==> src/rtl/y86_defs.svh <==
`ifndef Y86_DEFS_SVH
`define Y86_DEFS_SVH

// architectural register file
`define REG_COUNT 15

// width of one register or one value
`define WORD_BITS 64

// field widths of a decoded instruction
`define REG_ID_BITS 4
`define ICODE_BITS 4

// register ids with a fixed meaning
`define REG_RSP 4'd4   // stack pointer
`define REG_NONE 4'hf  // reads as zero and drops writes

`endif

==> src/rtl/y86_pkg.sv <==
`include "y86_defs.svh"

package y86_pkg;

  // y86-64 instruction codes from the upper nibble of the first byte
  typedef enum logic [`ICODE_BITS-1:0] {
    I_HALT   = 4'h0,
    I_NOP    = 4'h1,
    I_RRMOVQ = 4'h2, // also cmovxx
    I_IRMOVQ = 4'h3,
    I_RMMOVQ = 4'h4,
    I_MRMOVQ = 4'h5,
    I_OPQ    = 4'h6,
    I_JXX    = 4'h7,
    I_CALL   = 4'h8,
    I_RET    = 4'h9,
    I_PUSHQ  = 4'ha,
    I_POPQ   = 4'hb
  } icode_t;

  // register id 0 to 14 plus the no-register code
  typedef logic [`REG_ID_BITS-1:0] reg_id_t;

  // register contents and operand values
  typedef logic [`WORD_BITS-1:0] word_t;

endpackage

==> src/rtl/register_file.sv <==
`timescale 1ns/1ps
`include "y86_defs.svh"

module register_file (
  input  logic             clk,
  input  logic             rst,
  input  logic             req,
  output logic             ack,
  input  y86_pkg::reg_id_t src_a,
  input  y86_pkg::reg_id_t src_b,
  input  y86_pkg::reg_id_t dst_e,
  input  y86_pkg::reg_id_t dst_m,
  input  y86_pkg::word_t   val_e,
  input  y86_pkg::word_t   val_m,
  output y86_pkg::word_t   val_a,
  output y86_pkg::word_t   val_b
);

  import y86_pkg::*;

  word_t regs [`REG_COUNT]; // architectural registers 0 to 14

  logic  accept;  // new offer taken this edge
  logic  we_e;
  logic  we_m;
  word_t rd_a;    // contents before this edge's writes
  word_t rd_b;

  // idle means ack low; a req seen then is a fresh offer
  assign accept = req && !ack;

  assign we_e = accept && (dst_e != `REG_NONE);
  assign we_m = accept && (dst_m != `REG_NONE);

  // the no-register id reads as zero
  always_comb
  begin
    rd_a = '0;
    rd_b = '0;
    if (src_a != `REG_NONE)
    begin
      rd_a = regs[src_a];
    end
    if (src_b != `REG_NONE)
    begin
      rd_b = regs[src_b];
    end
  end

  // storage and write-back of the accepted instruction
  always_ff @(posedge clk)
  begin
    if (rst)
    begin
      for (int i = 0; i < `REG_COUNT; i++)
      begin
        regs[i] <= word_t'(i); // register i starts at i
      end
    end
    else
    begin
      if (we_e)
      begin
        regs[dst_e] <= val_e;
      end
      if (we_m)
      begin
        regs[dst_m] <= val_m; // later assignment, so m beats e
      end
    end
  end

  // operands captured on the same edge as the writes
  always_ff @(posedge clk)
  begin
    if (rst)
    begin
      val_a <= '0;
      val_b <= '0;
    end
    else if (accept)
    begin
      val_a <= rd_a;
      val_b <= rd_b;
    end
  end

  // four-phase handshake with ack held until req drops
  always_ff @(posedge clk)
  begin
    if (rst)
    begin
      ack <= 1'b0;
    end
    else if (accept)
    begin
      ack <= 1'b1;
    end
    else if (ack && !req)
    begin
      ack <= 1'b0; // release, ready for the next offer
    end
  end

  // ack only answers a req sampled at the edge before
  ack_after_req: assert property (@(posedge clk) disable iff (rst)
    $rose(ack) |-> $past(req))
    else $error("register_file: ack rose without a request");

  // the offer, and so the selected destinations, must hold while acked
  dst_held: assert property (@(posedge clk) disable iff (rst)
    ack |-> $stable({dst_e, dst_m}))
    else $error("register_file: destination ids changed while ack was high");

endmodule

==> config.mk <==
export PLATFORM = sky130hd
export DESIGN_NAME = register_file
export DESIGN_NICKNAME = d
export VERILOG_FILES = /design/src/rtl/y86_pkg.sv /design/src/rtl/register_file.sv
export VERILOG_INCLUDE_DIRS = /design/src /design/src/rtl
export SDC_FILE = /design/constraint.sdc
export NUM_CORES = 2
export LEC_CHECK = 0
export BUFFER_PORTS_ARGS = -buffer_cell sky130_fd_sc_hd__buf_2
export CAP_MARGIN = 30
export CORE_MARGIN = 2
export CORE_UTILIZATION = 50
export CTS_CLUSTER_DIAMETER = 50
export DETAILED_ROUTE_END_ITERATION = 10
export GPL_TIMING_DRIVEN = 1
export MAX_ROUTING_LAYER = met4
export PLACE_DENSITY = 0.68
export SLEW_MARGIN = 20
export SYNTH_ARGS = -nofsm -noshare
export SYNTH_HDL_FRONTEND = slang
export SYNTH_SLANG_ARGS = --single-unit
export TNS_END_PERCENT = 50
==> constraint.sdc <==
create_clock -name clk -period 7.2 [get_ports clk]
set_input_delay 1.08 -clock clk [delete_from_list [all_inputs] [get_ports clk]]
set_output_delay 1.08 -clock clk [all_outputs]
set_load 0.05 [all_outputs]
==> After elaboration in Yosys (flattened, before gate mapping) <==
Memory sizes are Yosys's and may differ from the RTL's.
Index checks and enable logic that the tools add are counted.
{ "totals": {"reg_bits": 129, "ramBits": 960, "in_bits": 147, "output_inout_bits": 129, "word_cells": 35, "mem_count": 1} }
{ "classes": {"n_eq_ne": 4, "muxes": 18, "n_reduce_logical": 9} }
{ "memory_table": {"columns": ["memory", "words", "word_bits", "read_ports", "rd_clocked_by_memory_dff", "write_ports", "line_no", "text"], "rows": [
  ["regs", 15, 64, 2, 0, 15, "register_file.sv:21", "word_t regs [`REG_COUNT];"]
]} }
{ "op_table": {"columns": ["cell", "count"], "rows": [
  ["$mux 64", 4],
  ["$reduce_or 64->1", 2],
  ["$ne 4x4->1 const B", 4],
  ["$mux 1", 12],
  ["$mux 4", 2],
  ["$logic_and 1x1->1", 4],
  ["$logic_not 1->1", 2],
  ["$reduce_bool 2->1", 1]
]} }

==> Longest topological paths before layout <==
{ "depth": {"word_depth": 8, "depth_mapped": 8, "depth_no_buf": 5} }

==> Least setup slack after synthesis <==
OpenSTA, ideal clock, no wires.
{ "synth_path": {"path_kind": "input-to-reg", "startpoint": "input req", "endpoint": "memory regs[0][0] (netlist bit) (enable)", "setup_time_ps": 574, "t_arrival_ps": 6488, "slack_ps": 138, "cell_stages": 4, "n_path_buf": 1, "path_cell_list": "ha_1 -> or4b_1 -> buf_4 -> o21ai_0"} }
{ "synth_lines": {"columns": ["element", "line_no", "text"], "rows": [
  ["start, declared", "register_file.sv:7", "input logic req,"],
  ["end, declared", "register_file.sv:21", null]
]} }

==> results by stage <==
Setup path:
- The number of buffers and inverters on the critical path is 2.
- The stage delay of the slowest cell on the critical path is 0.95 ns.
- The critical path runs through a total of 5 cells.
- Data on the critical path arrives at its endpoint at 4.22 ns.
- The most critical setup path has its startpoint at rst.
- The cell family contributing the most delay on the critical path is compound AO/OA/AOI/OAI gates.
- The largest fanout of any net on the critical path is 34.
- The worst setup path is launched from an input pin.
- The critical-path cell with the highest stage delay is a211oi_4.
- The setup path with the least slack is of type in -> reg.
- Walking the worst path, the cells encountered are buf_2, or4b_1, a211oi_4, buf_4, a22o_1.
- The worst register-to-register path has a depth of 7.
- The worst setup path is captured at a flop.
- The worst register-to-register path begins at ack$_SDFFE_PP0P_.
- The data required time at the worst endpoint is 7.80 ns.

Floorplan:
- The die covers 123000 sq um.
- The starting density of the core is around half.
- From left edge to right edge, the die measures 351 um.
- For this design the top-level I/O count stands at 276.
- The initialized floorplan defines 127 standard-cell rows.
- The region available for standard cell placement spans 120000 sq um.
- From bottom edge to top edge, the die measures 351 um.

Clock network:
- The clock passes through at most 3 buffers.
- The count of cells resized by post-cts repair is 0.
- Clock latency on the worst-skew pair, taken at its later pin, is roughly 0.75 ns.
- The buffer type at the clock tree root is clkbuf_16.
- The clock input transition at the sequential cells of the worst setup and hold paths is roughly 0.06 ns.
- Hold repair after CTS inserted 0 buffers.
- The number of CTS-inserted buffers is 134.
- The number of setup buffers added after CTS is 0.
- The depth of the CTS H-tree is 4.
- The clock tree from TritonCTS is done.
- The clock sink count is 1153.

Timing:
- The actual transition at the worst max-transition pin is 1.08 ns.
- Measured against its own limit, the worst slew margin works out to 28.2%.
- Across all hold checks on the routed design, the worst slack comes to 0.463 ns.
- The worst clock skew is 0.0218 ns.
- Setup repair after global routing left no endpoint under its margin.
- The final critical delay including setup and external delays is 3.62 ns.
- Derived from the worst setup path, the maximum achievable clock frequency is 276 MHz.
- Setup violations remaining at the end of the flow were counted as 0.
- The post-layout worst setup margin is ~3.6 ns.
- The final-report hold violation count is 0.
- Summed over all failing endpoints, the final setup total negative slack is 0 ns.
- The final-report max-slew violation count is 0.
- The worst path uses 50.3% of the clock period.

Yosys:
- Synthesis produced 3834 cells.
- Synthesis inferred 1153 register bits.
- The sequential element share of the synthesized area is between 50% and 60%.
- The post-synthesis cell type count is 39.
- In this run, synthesis inferred 1024 flip-flops with an integrated enable.
- The average instance in the mapped netlist occupies 15.7 sq um.
- Among all flip-flop cells after synthesis, the most frequent one is edfxtp_1.
- The fraction of synthesis flops using an asynchronous set or reset pin is 0%.
- In this run the cell area of the synthesized design comes to 60200 sq um.
- The total number of yosys warnings is 0.

Routing:
- The ratio of routed vias to standard cells is around 7.3.
- The remaining number of nets flagged by the antenna check after routing is 0.
- After detailed routing, the number of remaining DRC violations is 0.
- The DRC marker count from the first detailed-route iteration is 5372.
- The sum of routed wire length over all layers is 199000 um.
- The wire length per cell is roughly 36 um.
- The via count is a little over 40000.
- Before antenna repair, the detailed router went through 8 iterations.

Final layout:
- The multi-input combinational cells in the finished layout cover a total of about 25000 sq um.
- The sequential cell area is about 33000 sq um.
- For this run, the post-layout net count is 4000.
- The post-synthesis to final-layout area growth is 12.4%.
- Cells fill 56.6% of the core in the end.
- The fraction of final layout cells sized beyond drive strength 1 is 29.7%.
- The count of filler cells inserted in the layout is just over 9000.

Flow run:
- The number of maximum-capacitance violations is 0.

Global routing:
- The number of global-route vias before repair is 40900.
- The number of antenna violations at the first check in global routing is 21.
- In the global route stage, overall resource usage came out at 33.2%.
- The pin count of the biggest net entering global routing is 123.
- The first global-routing pass estimated 286000 um of wire.
- For this run the aggregate overflow at the end of global routing stands at 0.

Run status:
- The flow ran to the end, and the final reports show no timing, DRC or antenna violations.

Hold path:
- The min-delay analysis places its worst path in the category reg -> reg.
- The hold path startpoint is val_b[52]$_SDFFE_PP0N_.
- Along the worst hold path, the cell count comes to 2.

Power:
- VDD sags by at most 0.259 mV.
- The analysis attributes to cell leakage a power of 23.8 nW.
- The power per unit of standard cell area is 248 nW/um^2.

Placement:
- At the end of routability-driven placement, the weighted congestion stood at 0.854.
- Port buffering added 275 buffers.
- At the placement stage, the worst setup path has a slack of approximately 2.8 ns.
- The HPWL after detailed placement is around 120000 um.
## layout by cell type (no fill, tap or decap), types with 64 or more instances in the layout
cell       instances
mux4_2           512
conb_1            64
clkbuf_16        139
a22o_1           932
buf_2            269
edfxtp_1        1024
mux2i_1          129
a22oi_1          142
dfxtp_1          129
nand2_1          133
buf_4            103
o211ai_1         128
## metrics by stage
stage	std cells	total power, mW	area (sq um)
floorplan	3897	9.16	60500
global placement	5314	9.74	62800
detailed placement	5321	9.79	63000
CTS	5565	16.8	67600
global route	5593	17.2	67700
finish	5594	16.8	67700
## cells by family (layout without fill, tap and decap cells)
group / count (synthesis) / after routing / synth area share (%)
compound gates: 1261 / 1261 / 17.7
flops: 1153 / 1153 / 55.3
mux: 641 / 641 / 21.3
buf+inv: 589 / 652 / 4.21
simple gates: 188 / 188 / 1.47
fa+ha+maj: 1 / 1 / 0.0208
other cells: 1 / 86 / 0.00622
## routing by layer
layer / vias up / routed length [um] / global-route usage, %
li1: 16300 / - / -
met1: 21300 / 73200 / 42.1
met2: 2820 / 93500 / 50.4
met3: 494 / 23600 / 8.65
met4: 0 / 8800 / 15.1
met5: - / 0 / -
## cells in the mapped netlist, types with 20 or more instances
master / number / area share [%]
clkbuf_1: 425 / 2.6
a22oi_1: 142 / 1.8
buf_6: 24 / 0.45
dfxtp_1: 129 / 4.3
nand2_1: 133 / 0.83
buf_1: 20 / 0.12
buf_2: 111 / 0.92
mux4_2: 512 / 19
a22o_1: 932 / 14
a21oi_1: 23 / 0.19
mux2i_1: 129 / 2.1
o211ai_1: 128 / 1.6
edfxtp_1: 1024 / 51
## power breakdown
part	switching, mW	internal [mW]
Clock	2.85	4.26
Combinational	1.20	0.670
Sequential	0.193	7.63
Total	4.25	12.6
## path summary, 6_finish.rpt
| kind | end | slack [ns] |
|---|---|---|
| worst min-delay path | val_b[52]$_SDFFE_PP0N_ | 0.46 |
| worst min register to register | val_b[52]$_SDFFE_PP0N_ | 0.46 |
| worst max register to register | regs[0][54]$_DFFE_PP_ | 3.62 |
| worst max-delay path | regs[0][54]$_DFFE_PP_ | 3.58 |
## flip-flops by register name, indices dropped and copies added, names as in the netlist
register / flops
val_a: 64
regs: 1024
val_b: 64
ack: 1
## tightest hold or removal path, cell delays in order, from the launching register on
cell and delay (ns):
dfxtp_1 0.32, nand2_1 0.05, o211ai_1 0.06
## area by class of cell
class / instances / area share (%)
multi-input cells: 2155 / 37.0
diodes: 22 / 0.0813
clock inverters: 73 / 1.31
flip-flops and latches: 1153 / 49.2
well taps: 1612 / 2.98
clock buffers: 171 / 5.45
repair buffers: 401 / 3.94
inverters: 7 / 0.0388
(Power assumes the default switching activity.)
