File: config.mk
export PLATFORM = sky130hd
export DESIGN_NAME = dst_select
export DESIGN_NICKNAME = d
export VERILOG_FILES = /design/src/rtl/y86_pkg.sv /design/src/rtl/dst_select.sv
export VERILOG_INCLUDE_DIRS = /design/src /design/src/rtl
export SDC_FILE = /design/constraint.sdc
export NUM_CORES = 1
export LEC_CHECK = 0
export ABC_AREA = 1
export BUFFER_PORTS_ARGS = -buffer_cell sky130_fd_sc_hd__buf_2
export CAP_MARGIN = 20
export CORE_AREA = 5 5 42 44
export DETAILED_ROUTE_END_ITERATION = 10
export DIE_AREA = 0 0 47 49
export MAX_ROUTING_LAYER = met4
export PLACE_DENSITY = 0.51
export SYNTH_ARGS = -nofsm -noshare
export SYNTH_HDL_FRONTEND = slang
export SYNTH_SLANG_ARGS = --single-unit
File: constraint.sdc
create_clock -name vclk -period 1.9
set_input_delay 0.19 -clock vclk [all_inputs]
set_output_delay 0.19 -clock vclk [all_outputs]
set_load 0.005 [all_outputs]
File: src/rtl/y86_defs.svh
`ifndef Y86_DEFS_SVH
`define Y86_DEFS_SVH

// architectural register file
`define REG_COUNT 15

// width of one register or one value
`define WORD_BITS 64

// field widths of a decoded instruction
`define REG_ID_BITS 4
`define ICODE_BITS 4

// register ids with a fixed meaning
`define REG_RSP 4'd4   // stack pointer
`define REG_NONE 4'hf  // reads as zero and drops writes

`endif

File: src/rtl/y86_pkg.sv
`include "y86_defs.svh"

package y86_pkg;

  // y86-64 instruction codes from the upper nibble of the first byte
  typedef enum logic [`ICODE_BITS-1:0] {
    I_HALT   = 4'h0,
    I_NOP    = 4'h1,
    I_RRMOVQ = 4'h2, // also cmovxx
    I_IRMOVQ = 4'h3,
    I_RMMOVQ = 4'h4,
    I_MRMOVQ = 4'h5,
    I_OPQ    = 4'h6,
    I_JXX    = 4'h7,
    I_CALL   = 4'h8,
    I_RET    = 4'h9,
    I_PUSHQ  = 4'ha,
    I_POPQ   = 4'hb
  } icode_t;

  // register id 0 to 14 plus the no-register code
  typedef logic [`REG_ID_BITS-1:0] reg_id_t;

  // register contents and operand values
  typedef logic [`WORD_BITS-1:0] word_t;

endpackage

File: src/rtl/dst_select.sv
`timescale 1ns/1ps
`include "y86_defs.svh"

module dst_select (
  input  y86_pkg::icode_t  icode,
  input  logic             cnd,
  input  y86_pkg::reg_id_t ra,
  input  y86_pkg::reg_id_t rb,
  output y86_pkg::reg_id_t dst_e,
  output y86_pkg::reg_id_t dst_m
);

  import y86_pkg::*;

  always_comb
  begin
    dst_e = `REG_NONE; // nothing written by default
    dst_m = `REG_NONE;
    case (icode)
      I_RRMOVQ:
      begin
        if (cnd)
        begin
          dst_e = rb; // failed cmov keeps rb as it was
        end
      end
      I_IRMOVQ:
      begin
        dst_e = rb;
      end
      I_OPQ:
      begin
        dst_e = rb; // alu result
      end
      I_MRMOVQ:
      begin
        dst_m = ra; // loaded word
      end
      I_CALL, I_RET, I_PUSHQ:
      begin
        dst_e = `REG_RSP; // adjusted stack pointer
      end
      I_POPQ:
      begin
        dst_e = `REG_RSP;
        dst_m = ra; // wins over dst_e when ra is rsp
      end
      I_HALT, I_NOP, I_RMMOVQ, I_JXX:
      begin
        dst_e = `REG_NONE;
        dst_m = `REG_NONE;
      end
      default:
      begin
        dst_e = `REG_NONE;
        dst_m = `REG_NONE;
      end
    endcase
  end

endmodule

======== After elaboration in Yosys (flattened, before gate mapping) ========
Index checks and enable logic that the tools add are counted.
operators by class
  $add $sub $neg .......................... 0
  multiply operators ...................... 0
  div/mod/pow operators ................... 0
  order comparisons ....................... 0
  equality and inequality tests ........... 8
  shift-type cells ........................ 0
  muxes and demuxes ....................... 3
  bitwise operators ....................... 0
  reduce and logical (&&, ||, !) cells .... 3
operator list
  operator              number
  $eq A4 B4 Y1 const B  4
  $pmux W4 S3           1
  $eq A4 B2 Y1 const B  2
  $eq A4 B3 Y1 const B  2
  $mux W4               2
  $reduce_or A2 Y1      2
  $reduce_or A4 Y1      1
storage, ports and cells
  register bits after elaboration ......... 0
  bits in latches ......................... 0
  memory bits (writable) .................. 0
  bits in read-only memories .............. 0
  input bits .............................. 13
  output and inout port bits .............. 8
  logic and storage cells ................. 14
  memories ................................ 0

======== Logic depth before layout (Yosys ltp) ========
Gate-level depths: netlist (run 1).
  word-level depth ........................ 3
  depth in mapped cells ................... 6

======== Least setup slack after synthesis (run 1) ========
Ideal clock, no wire load.
  path type ............................... in2out
  start ................................... input icode[2]
  end ..................................... output dst_e[0]
  arrival ................................. 0.691 ns
  required time ........................... 1.710 ns
  setup slack ............................. 1.019 ns
  cell stages on the path ................. 5
  path buffers ............................ 0
  cells stage by stage .................... nor2_1 > nand2_1 > nand2_1 > nand2_1 > nand3_1
between the ends
  word-level cells in the longest chain between the ends .. 3
RTL lines
  item                                                                          line              RTL
  from (decl)                                                                   dst_select.sv:5   input y86_pkg::icode_t icode,
  $eq A4 B4 Y1, or another cell as far along                                    dst_select.sv:19  case (icode)
  $reduce_or A4 Y1 (no source line) / $reduce_or A2 Y1 (equally long branches)  --
  $pmux W4 S3 (*)                                                               dst_select.sv:19
  to (decl)                                                                     dst_select.sv:9   output y86_pkg::reg_id_t dst_e,
Every way passes the cells marked *; elsewhere a longest branch is shown, timed or not.

======== Worst setup path after layout (run 1) ========
  start ................................... input icode[2]
  end ..................................... output dst_e[1]
Same word-level chain as after synthesis.

==> results of run 1 <==
power breakdown:
part	total, mW	internal (mW)	switching (mW)
combinational	0.0591	0.0263	0.0328
sequential	0	0	0
clock	0	0	0
total	0.0591	0.0263	0.0328
metrics by stage:
stage	cell area, µm²	setup slack, ns	util [%]	std cells	power [mW]
3_5_place_dp	326.6	0.6629	23.30	80	0.05980
5_1_grt	326.6	0.5394	23.30	80	0.06789
3_3_place_gp	326.6	0.6913	23.30	80	0.05972
2_1_floorplan	201.4	1.019	-	43	0.02832
6_report	326.6	0.6896	23.30	80	0.05909
4_1_cts	326.6	0.6599	23.30	80	0.06020
placed cells by master (no fill, tap or decap):
cell type,synthesis,final
sky130_fd_sc_hd__o31ai_2,1,1
sky130_fd_sc_hd__nor2_1,5,5
sky130_fd_sc_hd__inv_1,10,10
sky130_fd_sc_hd__buf_2,0,21
sky130_fd_sc_hd__o211ai_1,3,3
sky130_fd_sc_hd__nand3_1,6,6
sky130_fd_sc_hd__a21oi_1,1,1
sky130_fd_sc_hd__nand2_1,14,14
sky130_fd_sc_hd__nand2_2,1,1
sky130_fd_sc_hd__nor2_4,1,1
sky130_fd_sc_hd__o21ai_0,1,1
layout make-up:
class	count	area, µm²	share of cell area (%)
Multi-Input combinational cell	33	163.9	50.19
Timing Repair Buffer	21	105.1	32.18
Inverter	10	37.54	11.49
Tap cell	16	20.02	6.130
logic make-up (layout without fill, tap and decap cells):
family	count (synthesis)	in the layout	share of synthesized area, %
AO/OA/AOI/OAI	6	6	22.35
AND/OR/NAND/NOR	27	27	59.01
buffers and inverters	10	31	18.64
worst paths after layout:
| kind | start | endpoint | slack (ns) |
|---|---|---|---|
| setup / recovery | icode[2] | dst_e[1] | 0.69 |
| hold / removal | ra[1] | dst_m[1] | 0.63 |
routing by layer:
layer / vias to the layer above / routed length (µm) / GRT usage (%)
met4: 0 / 0 / 0
met3: 0 / 100 / 0.3690
met1: 116 / 342 / 9.348
li1: 177 / - / -
met2: 19 / 213 / 7.466
met5: - / 0 / -
==> impl_metrics.toml, run 1 <==
[clock_tree]
cts-resized-gates = 0
cts_hold_buffers = 0
postCtsSetupRepairBufs = 0

[grt]
antenna_violations_before_repair = 0
gr-usage-all-layers_pct = 5.540
grt_max_degree = 7
wire_length_of_the_first_global_routing_pass_mm = 1.048
grt-ovfl-total = 0
first_global_vias = 267

[final_layout]
ff_latch_area_um2 = 0
nNetsFinal = 79
final_layout_size_suffix_gt1_share_pct = 37.50
num_antenna_cells = 0
fillers = 171
layout.sequential_cells = 0
final.clkbuf_count = 0
area.growth.synth_to_final_pct = 62.11

[timing]
fin_worst_hold_slack_ns = 0.6281
setup_tns_ns = 0
final_period_minus_worst_setup_slack_ns = 1.210
finalHoldViolCount = 0
period_share_pct = 63.71
grt_setup_unrepaired = "false"
timing.max_slew.rel_slack_pct = 79.35
clock.fmax_mhz = 826.1
tightestPinTransition_ns = 0.3079
maxSlewViolCount = 0
finalSetupViolCount = 0

[synthesis]
syn-mean-instance-area_um2 = 4.685
post-synth-top-area-cell = "sky130_fd_sc_hd__nand2_1"
synth.cell_area_um2 = 201.4
synth_cells = 43
synthDistinctLibCells = 10
synth_top_cell_area_share_pct = 26.09
synthesis.nets = 56
synth_sequential_area_ratio_pct = 0
synth.most_common_cell = "sky130_fd_sc_hd__nand2_1"
yosysWarnings = 0
ys_top_cells_by_area = "sky130_fd_sc_hd__nand2_1 (26%), sky130_fd_sc_hd__inv_1 (19%), sky130_fd_sc_hd__nand3_1 (15%)"
synth.cells.most_frequent = "sky130_fd_sc_hd__nand2_1 (14), sky130_fd_sc_hd__inv_1 (10), sky130_fd_sc_hd__nand3_1 (6)"

[pwr]
peakVddDrop_uv = 55.97
p_leak_nw = 0.1848
powerDensity_nw_per_um2 = 180.9

[critical_path]
timing.critical_path.slowest_stage_cell = "sky130_fd_sc_hd__nor2_1"
crit_cells = 7
timing.critical_path.mode_cell = "sky130_fd_sc_hd__nand2_1"
setup.worst_path.class = "input pin to output pin"
worst_ep_required_time_ns = 1.71
buffering_stage_count_on_the_worst_path_with_inverters_included = 2
crit_chain = "buf_2 > nor2_1 > nand2_1 > nand2_1 > nand2_1 > nand3_1 > buf_2"
critical_path_arrival_ns = 1.02
critical_path_capture_point_type = "output pin"
critical_path.max_fanout = 5
critPathLaunchType = "input pin"
worst_path_dominant_cell_family = "simple AND/OR/NAND/NOR gates"
max_stage_delay_ns = 0.25

[detailed_routing]
drtIter0Drc = 3
drc = 0
drt_first_pass_iters = 2
wl_per_cell_um = 8.200
route.detailed.vias_per_inst = 3.900
antenna_violating_nets_post_route = 0
routed_wl_um = 656
vias = 312

[placed_design]
gp_congestion = 0.6703
place.detailed.hpwl_um = 580.9
io_buffer_count = 21

[die]
number_of_primary_i_o_pins = 21
row_count = 14
core_area_um2 = 1401
die_height_um = 49
die_x_um = 47
effective_utilization_at_floorplan_pct = 14.37
floorplan.die_area_um2 = 2303

[hold_path]
holdCritPathClass = "input pin to output pin"
timing.hold.worst_path_depth = 4

[job]
max_cap_viol_count = 0

[status]
run_status = "finished, final reports clean"
Note: power is estimated with default switching activity, not from simulation.
==> inputs of run 2 (changes only) <==
Settings changed: ABC_AREA 1 to 0, PLACE_DENSITY 0.51 to 0.47.
Clock period 1.9 ns to 1.1 ns, I/O delays scaled along.
==> impl_metrics.toml, run 2 <==
[synthesis]
synth.cells.most_frequent = "sky130_fd_sc_hd__nor2b_1 (7), sky130_fd_sc_hd__o21ai_0 (5), sky130_fd_sc_hd__o211ai_1 (3)"
synth.most_common_cell = "sky130_fd_sc_hd__nor2b_1"
post-synth-top-area-cell = "sky130_fd_sc_hd__nor2b_1"
yosysWarnings = 0
synth_cells = 20
synthesis.nets = 33
synth_top_cell_area_share_pct = 32.11
synth_sequential_area_ratio_pct = 0
synthDistinctLibCells = 8
ys_top_cells_by_area = "sky130_fd_sc_hd__nor2b_1 (32%), sky130_fd_sc_hd__o21ai_0 (18%), sky130_fd_sc_hd__o211ai_1 (17%)"
synth.cell_area_um2 = 136.4
syn-mean-instance-area_um2 = 6.819

[critical_path]
critical_path_capture_point_type = "output pin"
critical_path_arrival_ns = 0.97
timing.critical_path.slowest_stage_cell = "sky130_fd_sc_hd__or4_4"
crit_chain = "buf_6 > or4_4 > o211ai_1 > buf_2"
buffering_stage_count_on_the_worst_path_with_inverters_included = 2
setup.worst_path.class = "input pin to output pin"
worst_path_dominant_cell_family = "simple AND/OR/NAND/NOR gates"
worst_ep_required_time_ns = 0.99
critPathLaunchType = "input pin"
critical_path.max_fanout = 3
max_stage_delay_ns = 0.53

[detailed_routing]
antenna_violating_nets_post_route = 0
route.detailed.vias_per_inst = 4.150
routed_wl_um = 642
drc = 0
vias = 249
drtIter0Drc = 0
wl_per_cell_um = 10.70
drt_first_pass_iters = 1

[die]
number_of_primary_i_o_pins = 21
die_x_um = 47
floorplan.die_area_um2 = 2303
core_area_um2 = 1401
die_height_um = 49
row_count = 14
effective_utilization_at_floorplan_pct = 9.732

[status]
run_status = "finished, final reports clean"

[hold_path]
holdCritPathClass = "input pin to output pin"
timing.hold.worst_endpoint = "dst_m[3]"
timing.hold.worst_path_depth = 4
hp-start = "ra[3]"

[placed_design]
gp_congestion = 0.6131
placed_area_um2 = 284.0
io_buffer_count = 21
place.detailed.hpwl_um = 554.1
detailedPlace.worstSlack_ns = -0.09559

[job]
max_cap_viol_count = 0

[final_layout]
area.growth.synth_to_final_pct = 121.1
layout.sequential_cells = 0
final_cell_mix = "sky130_fd_sc_hd__buf_2 (20), sky130_fd_sc_hd__nor2b_1 (7), sky130_fd_sc_hd__o21ai_0 (4), sky130_fd_sc_hd__o211ai_1 (3), sky130_fd_sc_hd__buf_4 (3)"
ff_latch_area_um2 = 0
fillers = 179
stdcell_area_um2 = 301.5
mostFrequentLayoutCell = "sky130_fd_sc_hd__buf_2"
final_layout_size_suffix_gt1_share_pct = 61.36
postLayoutCoreUtil_pct = 21.52
final.clkbuf_count = 0
nNetsFinal = 59
num_antenna_cells = 0

[pwr]
p_leak_nw = 0.1284
peakVddDrop_uv = 74.41
powerDensity_nw_per_um2 = 311.1
report.power.total_mw = 0.09380

[grt]
gr-usage-all-layers_pct = 5.252
grt-ovfl-total = 0
first_global_vias = 223
antenna_violations_before_repair = 0
grt_max_degree = 8
wire_length_of_the_first_global_routing_pass_um = 945

[timing]
tightestPinTransition_ns = 0.2842
final_period_minus_worst_setup_slack_ns = 1.083
clock.fmax_mhz = 923.5
final.setup.worst_slack_ns = 0.01713
grt_setup_unrepaired = "true"
fin_worst_hold_slack_ns = 0.4896
maxSlewViolCount = 0
finalSetupViolCount = 0
period_share_pct = 98.44
timing.max_slew.rel_slack_pct = 80.81
finalHoldViolCount = 0

[clock_tree]
postCtsSetupRepairBufs = 0
cts_hold_buffers = 0
-- run 2: cell count changes in the layout (fill, tap and decap cells not counted), sizes merged, moves of 3 or more --
cell and change:
inv -10, nor2b +7, o21ai +4, nand2 -15
nor2 -6, buf +3, nand3 -6
-- run 2: cell type report --
class / count / area (µm²) / area share, %
Multi-Input combinational cell: 20 / 147.6 / 48.96
Tap cell: 16 / 20.02 / 6.639
Timing Repair Buffer: 24 / 133.9 / 44.40
-- run 2: worst max-delay path by stage --
stage | start | to | slack, ns | cells past startpoint
after floorplan | icode[2] | dst_e[1] | 0.24 | 2
after global placement | icode[3] | dst_m[0] | -0.07 | 5
after detailed placement | icode[3] | dst_m[0] | -0.1 | 5
after CTS | cnd | dst_e[1] | 0.01 | 4
after global routing | cnd | dst_e[0] | -0.02 | 4
final | cnd | dst_e[1] | 0.02 | 4
-- run 2: per-stage QoR --
step	setup TNS (ns)	std cells
after detailed placement	-0.3692	60
after global routing	-0.01959	60
final	0	60
after CTS	0	60
after floorplan	0	20
after global placement	-0.2698	60
-- run 2: layer usage --
metal,up-vias,GRT usage [%],share of wire [%]
met4,0,0,0
met3,0,0,13
met1,105,7.826,45
met2,14,8.371,42
met5,-,-,0
li1,130,-,-
-- run 2: tightest hold or removal path, delay by kind of cell --
kind            cells  cell delay [ns]
buf+inv             2             0.19
simple gates        1             0.03
compound gates      1             0.05
-- run 2: logic make-up (layout without fill, tap and decap cells) --
| logic type | count (synthesis) | count (layout) | synth area share, % |
|---|---|---|---|
| AOI/OAI and AO/OA | 10 | 10 | 46.79 |
| and+or+nand+nor | 10 | 10 | 53.21 |
| buffers and inverters | 0 | 24 | 0 |
-- run 2: what timing repair did --
action,4_1_cts,5_1_grt
cloned,0,0
endpoints found under the setup margin,7,4
pin swaps,1,0
resized for setup,2,2
-- run 2: power by group --
part / leakage, nW / switching, mW / internal [mW]
combinational: 0.128 / 0.0399 / 0.0539
sequential: 0 / 0 / 0
clock: 0 / 0 / 0
total: 0.128 / 0.0399 / 0.0539
